<file path="config.mk">
export PLATFORM = sky130hd
export DESIGN_NAME = cart_loader_top
export DESIGN_NICKNAME = d
export VERILOG_FILES = /design/src/logic/cart_pkg.sv /design/src/logic/reset_sequencer.sv /design/src/logic/ines_loader_fsm.sv /design/src/logic/mapper_flag_decoder.sv /design/src/logic/mem_write_stager.sv /design/src/logic/cart_loader_top.sv
export VERILOG_INCLUDE_DIRS = /design/src /design/src/include
export SDC_FILE = /design/constraint.sdc
export NUM_CORES = 1
export LEC_CHECK = 0
export BUFFER_PORTS_ARGS = -buffer_cell sky130_fd_sc_hd__buf_2
export CORE_MARGIN = 5
export CORE_UTILIZATION = 37
export DETAILED_ROUTE_END_ITERATION = 8
export PLACE_DENSITY = 0.51
export SLEW_MARGIN = 30
export SYNTH_ARGS = -nofsm -noshare
export SYNTH_HDL_FRONTEND = slang
export SYNTH_SLANG_ARGS = --single-unit
</file>
<file path="constraint.sdc">
create_clock -name clk -period 12.7 [get_ports clk]
set_input_delay 3.175 -clock clk [delete_from_list [all_inputs] [get_ports clk]]
set_output_delay 3.175 -clock clk [all_outputs]
set_load 0.02 [all_outputs]
</file>
<file path="src/include/cart_macros.svh">
// Widths, magic bytes, load addresses and cycle counts of the cartridge loader
// Addresses are byte addresses in a 22-bit space, PRG low and CHR at the top half
// Magic words hold header byte 0 in their most significant byte
`ifndef CART_MACROS_SVH
`define CART_MACROS_SVH

`define CART_ADDR_W 22
`define CART_BYTE_W 8
`define HDR_BYTES 16

// Region bases
`define PRG_BASE 22'h000000
`define CHR_BASE 22'h200000
`define BIOS_BASE 22'h000010      // BIOS data after its 16 byte header
`define FDS_HDR_BASE 22'h010010   // Disk data of an image with FDS magic
`define FDS_RAW_BASE 22'h010020   // Disk data of a headerless FDS file

// Host file type codes
`define FILETYPE_BIOS 8'd2
`define FILETYPE_FDS 8'd3

// Machine held in reset this long after a download
`define DOWNLOAD_RESET_CYCLES 8'd255

// Phase of the four-phase counter that owns the memory write slot
`define MEM_SLOT_PHASE 2'd3

// "NES\x1A" and "FDS\x1A"
`define MAGIC_NES 32'h4E45531A
`define MAGIC_FDS 32'h4644531A

`endif

</file>
<file path="src/logic/cart_pkg.sv">
// Shared types of the cartridge loader
// The header union puts byte 0 in its most significant byte, so the raw view
// indexes bytes 0 to 15 in file order
`include "cart_macros.svh"

package cart_pkg;

	// Named view of the 16 byte header
	typedef struct packed {
		logic [4*`CART_BYTE_W-1:0] magic;
		logic [`CART_BYTE_W-1:0] prg_pages;   // 16 KiB units
		logic [`CART_BYTE_W-1:0] chr_pages;   // 8 KiB units, 0 means CHR RAM
		logic [`CART_BYTE_W-1:0] flags6;
		logic [`CART_BYTE_W-1:0] flags7;
		logic [`CART_BYTE_W-1:0] byte8;       // Submapper and mapper high bits on iNES 2.0
		logic [9:15][`CART_BYTE_W-1:0] tail;
	} ines_fields_t;

	typedef union packed {
		logic [0:`HDR_BYTES-1][`CART_BYTE_W-1:0] raw;
		ines_fields_t fields;
	} ines_header_u;

	// Mapper flags word as the NES core expects it
	typedef struct packed {
		logic [6:0] pad;
		logic [7:0] submapper;
		logic four_screen;
		logic has_chr_ram;
		logic mirroring;
		logic [2:0] chr_size;    // 8 KiB << code
		logic [2:0] prg_size;    // 16 KiB << code
		logic [7:0] mapper;
	} mapper_flags_t;

	// One byte write into cartridge memory
	typedef struct packed {
		logic [`CART_ADDR_W-1:0] addr;
		logic [`CART_BYTE_W-1:0] data;
	} mem_write_t;

	typedef enum logic [2:0] {
		HEADER = 3'd0,
		PRG    = 3'd1,
		CHR    = 3'd2,
		FAIL   = 3'd3,
		DISK   = 3'd4
	} loader_state_e;

endpackage

</file>
<file path="src/logic/reset_sequencer.sv">
// Holds the machine in reset until the first download, and for a fixed count after each one
// A failed load keeps the machine in reset until the next download starts
`timescale 1ns/1ps
`include "cart_macros.svh"

module reset_sequencer (
	input  logic clk,
	input  logic reset,
	input  logic download_active,
	output logic loader_reset,
	output logic machine_reset,
	input  logic loader_fail
);

	logic [7:0] reset_cnt;   // Post-download countdown
	logic hold;              // No usable image in memory yet
	logic counting;

	assign counting = (reset_cnt != 8'd0);

	always_ff @(posedge clk) begin
		if (reset) begin
			hold <= 1'b1;
			reset_cnt <= 8'd0;
		end else if (download_active) begin
			hold <= 1'b0;
			reset_cnt <= `DOWNLOAD_RESET_CYCLES;
		end else begin
			// Latch a failure so it outlives the loader's own reset
			if (loader_fail)
				hold <= 1'b1;
			if (counting)
				reset_cnt <= reset_cnt - 8'd1;
		end
	end

	// Loader is idle and cleared between downloads
	assign loader_reset = reset || (!counting && !download_active);

	assign machine_reset = reset || hold || counting || loader_fail;

endmodule

</file>
<file path="src/logic/ines_loader_fsm.sv">
// Parses the 16 byte header and steers every byte to its cartridge address
// Trainers are not supported and such images fail
// Byte strobes come at least 4 cycles apart, so the PRG to CHR hand-over sees no byte
`timescale 1ns/1ps
`include "cart_macros.svh"

module ines_loader_fsm (
	input  logic clk,
	input  logic reset,
	input  logic download_active,
	input  logic byte_valid,
	input  logic [`CART_BYTE_W-1:0] byte_data,
	input  logic [7:0] filetype,
	output logic loader_we,
	output cart_pkg::mem_write_t loader_wr,
	output cart_pkg::ines_header_u header,
	output cart_pkg::loader_state_e state,
	output logic done,
	output logic fail
);

	// Raw FDS files put their header just below the disk data
	localparam logic [`CART_ADDR_W-1:0] FDS_START =
		`FDS_RAW_BASE - `CART_ADDR_W'(`HDR_BYTES);
	localparam logic [`CART_ADDR_W-1:0] ADDR_INC = `CART_ADDR_W'(1);

	logic [3:0] ctr;                          // Header byte index
	logic [`CART_ADDR_W-1:0] wr_addr;
	logic [`CART_ADDR_W-1:0] bytes_left;      // Remaining PRG or CHR bytes
	logic [`CART_ADDR_W-1:0] start_addr;
	logic payload_phase;
	logic last_hdr_byte;

	assign start_addr = (filetype == `FILETYPE_FDS) ? FDS_START : `PRG_BASE;
	assign payload_phase = (state == cart_pkg::PRG) || (state == cart_pkg::CHR);
	assign last_hdr_byte = (ctr == 4'(`HDR_BYTES - 1));

	// Header and disk bytes always land, ROM bytes only while the count lasts
	assign loader_we = byte_valid &&
		((payload_phase && bytes_left != '0) ||
		(download_active && (state == cart_pkg::HEADER || state == cart_pkg::DISK)));

	assign loader_wr = '{addr: wr_addr, data: byte_data};

	always_ff @(posedge clk) begin
		if (reset) begin
			state <= cart_pkg::HEADER;
			ctr <= 4'd0;
			wr_addr <= start_addr;   // Follows filetype until the download starts
			bytes_left <= '0;
			done <= 1'b0;
			fail <= 1'b0;
		end else begin
			case (state)
			cart_pkg::HEADER: if (byte_valid) begin
				ctr <= ctr + 4'd1;
				wr_addr <= wr_addr + ADDR_INC;
				header.raw[ctr] <= byte_data;
				if (last_hdr_byte) begin
					// Bytes 0 to 6 are already captured at this point
					if (header.fields.magic == `MAGIC_NES && !header.fields.flags6[2]) begin
						state <= cart_pkg::PRG;
						wr_addr <= `PRG_BASE;
						bytes_left <= {header.fields.prg_pages, 14'b0};
					end else if (header.fields.magic == `MAGIC_FDS) begin
						state <= cart_pkg::DISK;
						wr_addr <= `FDS_HDR_BASE;
					end else if (filetype == `FILETYPE_BIOS) begin
						state <= cart_pkg::DISK;
						wr_addr <= `BIOS_BASE;
					end else if (filetype == `FILETYPE_FDS) begin
						state <= cart_pkg::DISK;
						wr_addr <= `FDS_RAW_BASE;
					end else begin
						state <= cart_pkg::FAIL;
					end
				end
			end
			cart_pkg::PRG, cart_pkg::CHR: begin
				if (bytes_left != '0) begin
					if (byte_valid) begin
						bytes_left <= bytes_left - ADDR_INC;
						wr_addr <= wr_addr + ADDR_INC;
					end
				end else if (state == cart_pkg::PRG) begin
					state <= cart_pkg::CHR;
					wr_addr <= `CHR_BASE;
					bytes_left <= {1'b0, header.fields.chr_pages, 13'b0};
				end else begin
					done <= 1'b1;
				end
			end
			cart_pkg::FAIL: begin
				done <= 1'b1;
				fail <= 1'b1;
			end
			cart_pkg::DISK: begin
				if (download_active) begin
					if (byte_valid)
						wr_addr <= wr_addr + ADDR_INC;
				end else begin
					done <= 1'b1;
					// Fixed disk header of mapper 20 with CHR RAM and no PRG masking
					header.fields.prg_pages <= 8'hFF;
					header.fields.chr_pages <= 8'h00;
					header.fields.flags6 <= 8'h40;
					header.fields.flags7 <= 8'h10;
					header.fields.byte8 <= 8'h00;
					header.fields.tail <= '0;
				end
			end
			default: state <= cart_pkg::FAIL;
			endcase
		end
	end

	// A byte past the spent PRG count would be lost in the hand-over to CHR
	assert property (@(posedge clk) disable iff (reset)
		state == cart_pkg::PRG && bytes_left == '0 |-> !byte_valid)
		else $error("byte 0x%02h arrived after the PRG count ran out", byte_data);

endmodule

</file>
<file path="src/logic/mapper_flag_decoder.sv">
// Turns the captured header into the mapper flags word
// Tells iNES 2.0 from dirty iNES 1.0 headers, flags load while done is high
`timescale 1ns/1ps

module mapper_flag_decoder (
	input  logic clk,
	input  logic reset,
	input  cart_pkg::ines_header_u header,
	input  logic invert_mirroring,
	input  logic done,
	input  cart_pkg::loader_state_e state,
	input  logic fail,
	output cart_pkg::mapper_flags_t mapper_flags
);

	logic is_nes20;
	logic is_dirty;
	cart_pkg::mapper_flags_t next_flags;

	// Ceiling of log2 of the page count, saturating at 7
	function automatic logic [2:0] size_code(input logic [7:0] pages);
		logic [2:0] code;
		code = 3'd0;
		for (int i = 0; i < 7; i++) begin
			if (pages > (8'd1 << i))
				code = code + 3'd1;
		end
		return code;
	endfunction

	assign is_nes20 = (header.fields.flags7[3:2] == 2'b10);

	// Old dumpers left junk in bytes 9 to 15, bit 0 of byte 9 is the TV system
	assign is_dirty = !is_nes20 &&
		((header.fields.tail[9][7:1] != 7'd0) || (header.fields.tail[10:15] != '0));

	always_comb begin
		next_flags = '0;
		next_flags.submapper = is_nes20 ? header.fields.byte8 : 8'h00;
		next_flags.four_screen = header.fields.flags6[3];
		next_flags.has_chr_ram = (header.fields.chr_pages == 8'd0);
		next_flags.mirroring = header.fields.flags6[0] ^ invert_mirroring;
		next_flags.chr_size = size_code(header.fields.chr_pages);
		next_flags.prg_size = size_code(header.fields.prg_pages);
		// Upper nibble is junk on a dirty header
		next_flags.mapper = {is_dirty ? 4'h0 : header.fields.flags7[7:4],
			header.fields.flags6[7:4]};
	end

	always_ff @(posedge clk) begin
		if (reset)
			mapper_flags <= '0;
		else if (done)
			mapper_flags <= next_flags;
	end

	// Completion only comes from an end state, and failure only from FAIL
	assert property (@(posedge clk) disable iff (reset)
		done |-> (fail ? state == cart_pkg::FAIL
			: state inside {cart_pkg::CHR, cart_pkg::DISK}))
		else $error("done in state %s with fail=%b", state.name(), fail);

endmodule

</file>
<file path="src/logic/mem_write_stager.sv">
// Holds one loader write until the memory slot of a free-running 4 phase counter
// Only one write may be outstanding, so byte strobes need at least 4 cycles between them
`timescale 1ns/1ps
`include "cart_macros.svh"

module mem_write_stager (
	input  logic clk,
	input  logic reset,
	input  logic loader_we,
	input  cart_pkg::mem_write_t loader_wr,
	output logic mem_we,
	output cart_pkg::mem_write_t mem_wr
);

	logic [1:0] phase;
	logic pending;
	logic slot;
	cart_pkg::mem_write_t held_wr;

	assign slot = (phase == `MEM_SLOT_PHASE);

	always_ff @(posedge clk) begin
		if (reset) begin
			phase <= 2'd0;
			pending <= 1'b0;
			mem_we <= 1'b0;
		end else begin
			phase <= phase + 2'd1;
			// A write arriving in the slot itself goes straight through
			mem_we <= slot && (pending || loader_we);
			if (slot)
				pending <= 1'b0;
			else if (loader_we)
				pending <= 1'b1;
		end
	end

	always_ff @(posedge clk) begin
		if (loader_we)
			held_wr <= loader_wr;
		if (slot)
			mem_wr <= pending ? held_wr : loader_wr;
	end

	assert property (@(posedge clk) disable iff (reset) loader_we |-> !pending)
		else $error("loader write 0x%06h arrived with one still pending", loader_wr.addr);

endmodule

</file>
<file path="src/logic/cart_loader_top.sv">
// Cartridge image loader with download reset sequencing
// byte_valid is a one cycle strobe without back-pressure, at least 4 cycles apart
`timescale 1ns/1ps
`include "cart_macros.svh"

module cart_loader_top (
	input  logic clk,
	input  logic reset,
	input  logic download_active,
	input  logic [7:0] filetype,
	input  logic byte_valid,
	input  logic [`CART_BYTE_W-1:0] byte_data,
	input  logic invert_mirroring,
	output logic mem_we,
	output cart_pkg::mem_write_t mem_wr,
	output cart_pkg::mapper_flags_t mapper_flags,
	output logic loader_done,
	output logic loader_fail,
	output logic machine_reset
);

	logic loader_reset;
	logic loader_we;
	cart_pkg::mem_write_t loader_wr;
	cart_pkg::ines_header_u header;
	cart_pkg::loader_state_e state;

	reset_sequencer u_seq (
		.clk(clk),
		.reset(reset),
		.download_active(download_active),
		.loader_reset(loader_reset),
		.machine_reset(machine_reset),
		.loader_fail(loader_fail)
	);

	ines_loader_fsm u_fsm (
		.clk(clk),
		.reset(loader_reset),
		.download_active(download_active),
		.byte_valid(byte_valid),
		.byte_data(byte_data),
		.filetype(filetype),
		.loader_we(loader_we),
		.loader_wr(loader_wr),
		.header(header),
		.state(state),
		.done(loader_done),
		.fail(loader_fail)
	);

	// Flags survive the loader reset that follows each download
	mapper_flag_decoder u_dec (
		.clk(clk),
		.reset(reset),
		.header(header),
		.invert_mirroring(invert_mirroring),
		.done(loader_done),
		.state(state),
		.fail(loader_fail),
		.mapper_flags(mapper_flags)
	);

	mem_write_stager u_stage (
		.clk(clk),
		.reset(reset),
		.loader_we(loader_we),
		.loader_wr(loader_wr),
		.mem_we(mem_we),
		.mem_wr(mem_wr)
	);

endmodule

</file>
======== Word-level counts from Yosys, hierarchy flattened ========
Cells that the tools add are included.
cells by class
  add/subtract/negate cells ............... 17
  muxes and demuxes ....................... 60
  reductions and logical operators ........ 43
  bitwise operators ....................... 4
  equality and inequality tests ........... 23
  magnitude comparators ................... 16
operators by type and width
  operator                                                                  count
  22-bit 2-to-1 mux                                                         17
  96-bit 2-to-1 mux                                                         2
  96-bit one-hot mux with 2 select lines                                    1
  128-bit bitwise mux                                                       1
  22-bit one-hot mux with 3 select lines                                    1
  32-bit by 31-bit equality test with 1-bit output (second input constant)  2
  3-bit 2-to-1 mux                                                          20
  48-bit nonzero test                                                       1
  22-bit one-hot mux with 2 select lines                                    1
  8-bit demux with 4-bit select                                             1
  8-bit 2-to-1 mux                                                          4
  3-bit by 1-bit adder with 3-bit output (second input constant)            10
  30-bit 2-to-1 mux                                                         1
  22-bit by 1-bit adder with 22-bit output (second input constant)          1
  22-bit nonzero test                                                       1
  22-bit by 1-bit subtractor with 22-bit output (second input constant)     1
  17-bit 2-to-1 mux                                                         1
  8-bit by 2-bit equality test with 1-bit output (second input constant)    2
  8-bit by 1-bit > comparator with 1-bit output (second input constant)     2
  8-bit by 2-bit > comparator with 1-bit output (second input constant)     2
  8-bit by 3-bit > comparator with 1-bit output (second input constant)     2
  8-bit by 4-bit > comparator with 1-bit output (second input constant)     2
  8-bit by 5-bit > comparator with 1-bit output (second input constant)     2
  8-bit by 6-bit > comparator with 1-bit output (second input constant)     2
  other kinds (40)                                                          83
word-level totals
  output and inout bits ................... 66
  bits in registers ....................... 279
  word-level logic and storage cells ...... 187
  bits of input ports ..................... 21

======== Longest topological paths before layout ========
  word-level depth ........................ 14
  depth in mapped cells ................... 21
  mapped depth without buffers ............ 20

======== Cells and area by module ========
From an unflattened synthesis, not the netlist that was laid out.
unflattened totals
  cells, all modules ...................... 1,326
  area, all modules ....................... 13,963.4 um^2
modules (own cells, without submodules)
  module               seq. area each (um^2)  area each (um^2)  times used  cells each
  ines_loader_fsm      5,124.9                9,062.4           1           893
  mem_write_stager     1,881.8                2,312.2           1           104
  mapper_flag_decoder  500.5                  2,097.0           1           273
  reset_sequencer      180.2                  491.7             1           56

======== Worst setup path before layout ========
Ideal clock, no wire load.
  path type ............................... input-to-reg
  start ................................... input reset
  end ..................................... register u_fsm.header[0] (netlist bit) (enable)
  arrival time ............................ 8,446 ps
  data required time ...................... 12,127 ps
  stages .................................. 6
  path buffers ............................ 3
  path slack .............................. 3,681 ps
  setup time .............................. 573 ps
  cell sequence ........................... clkbuf_1 -> clkinv_1 -> o41ai_1 -> clkbuf_1 -> clkbuf_1 -> a21oi_1
between the ends
  longest elaborated chain between the ends .. 3
RTL lines
  what                                  line                   RTL
  from (decl)                           cart_loader_top.sv:8   input logic reset,
  1-bit logical OR                      reset_sequencer.sv:38  assign loader_reset = reset || (!counting && !download_active);
  1-bit inverter (no source line)       n/a
  4-bit AND reduction (no source line)  n/a
  to (decl)                             ines_loader_fsm.sv:16  output cart_pkg::ines_header_u header,
No other way between the ends.
A chain may end at the register's enable or synchronous reset.

======== Final worst setup path ========
  start ................................... input reset
  end ..................................... output machine_reset
between the ends
  longest elaborated chain between the ends .. 3
RTL lines
  what                           line                   RTL
  1-bit logical OR (3 in a row)  reset_sequencer.sv:40  assign machine_reset = reset || hold || counting || loader_fail;
  to (decl)                      cart_loader_top.sv:19  output logic machine_reset
No other way between the ends.

==> metrics.md <==
| Metric | Value |
|---|---|
| Iter 0 DRT Violations | `541` |
| Largest fanout on the critical path | `34` |
| Setup violations, final | `0` |
| Number of synthesized register bits | `275` |
| Wirelength per Cell | `19.04 um` |
| Clock skew | `9.648 ps` |
| WP data required | `9520 ps` |
| Reg clk slew, reported paths | `60 ps` |
| Post-synth EDFFs | `206` |
| # fillers | `3427` |
| H-Tree Depth | `1` |
| Die area | `40190 um2` |
| Initial antenna violation count | `0` |
| Total gr overflow | `0` |
| Hold WS | `421.4 ps` |
| Final HPWL from detailed placement | `21580 um` |
| Top-level I/O count | `87` |
| CTS hold repair buffers | `0` |
| Clk buf depth | `3` |
| Least-Margin Pin Slew | `961.9 ps` |
| Largest net degree at the start of global routing | `85` |
| Routability Congestion | `0.7808` |
| Status | `completed` |
| WL final | `34220 um` |
| Data arrival, critical path | `4650 ps` |
| Core box area | `35660 um2` |
| Number of port buffers | `79` |
| Vias in the first global route | `9599` |
| Final Net Count | `1350` |
| TritonCTS clock tree | `done` |
| DRC viols | `0` |
| CP Class | `in -> out` |
| # diodes | `0` |
| Clock root buffer | `clkbuf_16` |
| Netlist Area Pre-Place | `13430 um2` |
| CTS buffer count | `31` |
| Tot GR Track Use | `0.1649` |
| Leakage power | `5.662 nW` |
| Row count | `69` |
| First-pass GRT wire length | `54810 um` |
| VDD IR max | `0.1091 mV` |
| Synth Flop Type | `edfxtp_1` |
| Sequential cell area | `7567 um2` |
| Worst Hold Class | `reg -> reg` |
| 1st-pass router iterations | `4` |
| Netlist cell types | `80` |
| Share of layout cells above drive strength 1 | `0.1460` |
| CP Launch Type | `input port` |
| Worst Setup End Kind | `output pin` |
| Clk sink count | `275` |
| Final min period | `7829 ps` |
| Die W | `200.5 um` |
| Clock Latency Late Sink | `560 ps` |
| Vias per std cell | `5.584` |
| RSZ-0062 raised after global routing | `no` |
| Area growth from synthesis to layout | `13.85%` |
| Final Slew Violations | `0` |
| FMAX | `127.7 MHz` |
| Power density cells | `137.9 nW/um2` |
| Via Count | `10040` |
| Initial Utilization | `0.3765` |
| Seq/Total Area, Yosys | `0.5637` |
| Avg Cell Area, Syn | `10.59 um2` |
| Ys async rst share | `0` |
| Worst slew margin | `0.3587` |
| Number of gates resized after cts | `0` |
| Yosys Warn Count | `0` |
| Cells after synthesis | `1268` |
| Period utilization | `0.6165` |
| Area of the multi-input gates | `5426 um2` |
| Antenna Nets Post-Route | `0` |
| Chip height | `200.5 um` |
| Post-CTS Setup Repair Bufs | `0` |
| Fin. Hold Viols | `0` |
| Setup TNS | `0 ps` |
| Max_cap viols | `0` |
[report_power, final]
group          switching, mW  internal (mW)  total (mW)
Clock                  0.365          0.578       0.943
Sequential            0.0291           1.01        1.04
Combinational         0.0817         0.0447       0.126
Total                  0.475           1.63        2.11
[through the flow]
stage / util / setup WS [ps] / cells / power, mW / instance area (um2)
after global routing: 0.4287 / 4716 / 1797 / 2.190 / 15280
after detailed placement: 0.3979 / 4810 / 1739 / 1.184 / 14190
after global placement: 0.3979 / 4838 / 1739 / 1.182 / 14190
after CTS: 0.4280 / 4809 / 1796 / 2.137 / 15260
after floorplan: - / 3681 / 1274 / 1.139 / 13450
final: 0.4287 / 4871 / 1797 / 2.107 / 15280
[worst max-delay path, stage by stage]
cell,delay [ps]
buf_2,530
clkinv_1,550
nand3_1,190
buf_2,190
[metal layers]
| metal | part of all wire | GRT usage | vias to the layer above |
|---|---|---|---|
| met3 | 0.050 | 0.02876 | 53 |
| met5 | 0 | 0 | - |
| met4 | 0.021 | 0.04031 | 0 |
| li1 | - | - | 4874 |
| met2 | 0.47 | 0.2712 | 232 |
| met1 | 0.46 | 0.2284 | 4876 |
[worst paths after layout]
kind | slack, ps | from | to | cells past startpoint
setup / recovery | 4870 | reset | machine_reset | 4
hold / removal | 420 | u_stage.phase[0] | u_stage.phase[0] | 1
setup reg to reg | 7530 | u_fsm.header[87] | u_dec.mapper_flags[13] | 19
hold reg to reg | 420 | u_stage.phase[0] | u_stage.phase[0] | 1
[cell type report]
cell class	count	area share
Tap cell	461	0.03774
Sequential cell	275	0.4951
Clock inverter	20	0.01662
Clock buffer	37	0.05354
Inverter	27	0.006631
Timing Repair Buffer	96	0.03536
Multi-Input combinational cell	881	0.3550
[cells in the mapped netlist, types with 7 or more instances]
library cell / count / area [um2]
inv_1: 24 / 90.09
buf_4: 9 / 67.56
o21ai_0: 27 / 135.1
ha_1: 17 / 212.7
nor4_1: 39 / 244.0
or3_1: 7 / 43.79
a21oi_1: 115 / 575.6
and2_1: 15 / 93.84
o311ai_1: 7 / 61.31
nand2_1: 147 / 551.8
mux2i_1: 35 / 350.3
a211oi_1: 9 / 67.56
xor2_1: 8 / 70.07
a31oi_1: 14 / 87.58
or4_1: 18 / 135.1
nand3_1: 86 / 430.4
dfxtp_1: 69 / 1381
nor2_1: 86 / 322.8
nor3_1: 25 / 125.1
mux2_2: 28 / 315.3
nor2b_1: 8 / 50.05
nand4_1: 14 / 87.58
o211ai_1: 7 / 52.55
a311oi_1: 13 / 113.9
nand2b_1: 13 / 81.33
o31ai_1: 17 / 127.6
edfxtp_1: 206 / 6186
xnor2_1: 16 / 140.1
clkbuf_1: 73 / 274.0
and3_1: 11 / 68.82
[placed cells by master (no fill, tap or decap), drive strengths merged, types with 14 or more instances in the layout]
master,n
nor4,39
o31ai,17
nor2,88
or4,19
mux2i,35
a31oi,14
buf,95
inv,24
o21ai,30
clkbuf,38
nor3,26
nand4,14
xnor2,16
a21oi,115
dfxtp,69
nand3,86
nand2,147
and2,15
ha,17
mux2,28
edfxtp,206
clkinv,15
[registers in the layout, indices dropped and copies added, names as in the netlist, 4 cells and up]
signal              cells
u_stage.mem_wr         30
u_fsm.bytes_left       22
u_fsm.header          124
u_fsm.wr_addr          22
u_dec.mapper_flags     25
u_fsm.ctr               4
u_seq.reset_cnt         8
u_stage.held_wr        30
[logic make-up after synthesis]
group / share of synthesized area
compound gates: 0.1338
xor+xnor: 0.01566
fa+ha+maj: 0.01659
buf+inv: 0.03663
flops: 0.5637
mux: 0.04958
other cells: 0.0002793
simple gates: 0.1838
Power figures use the tool's default switching activity.
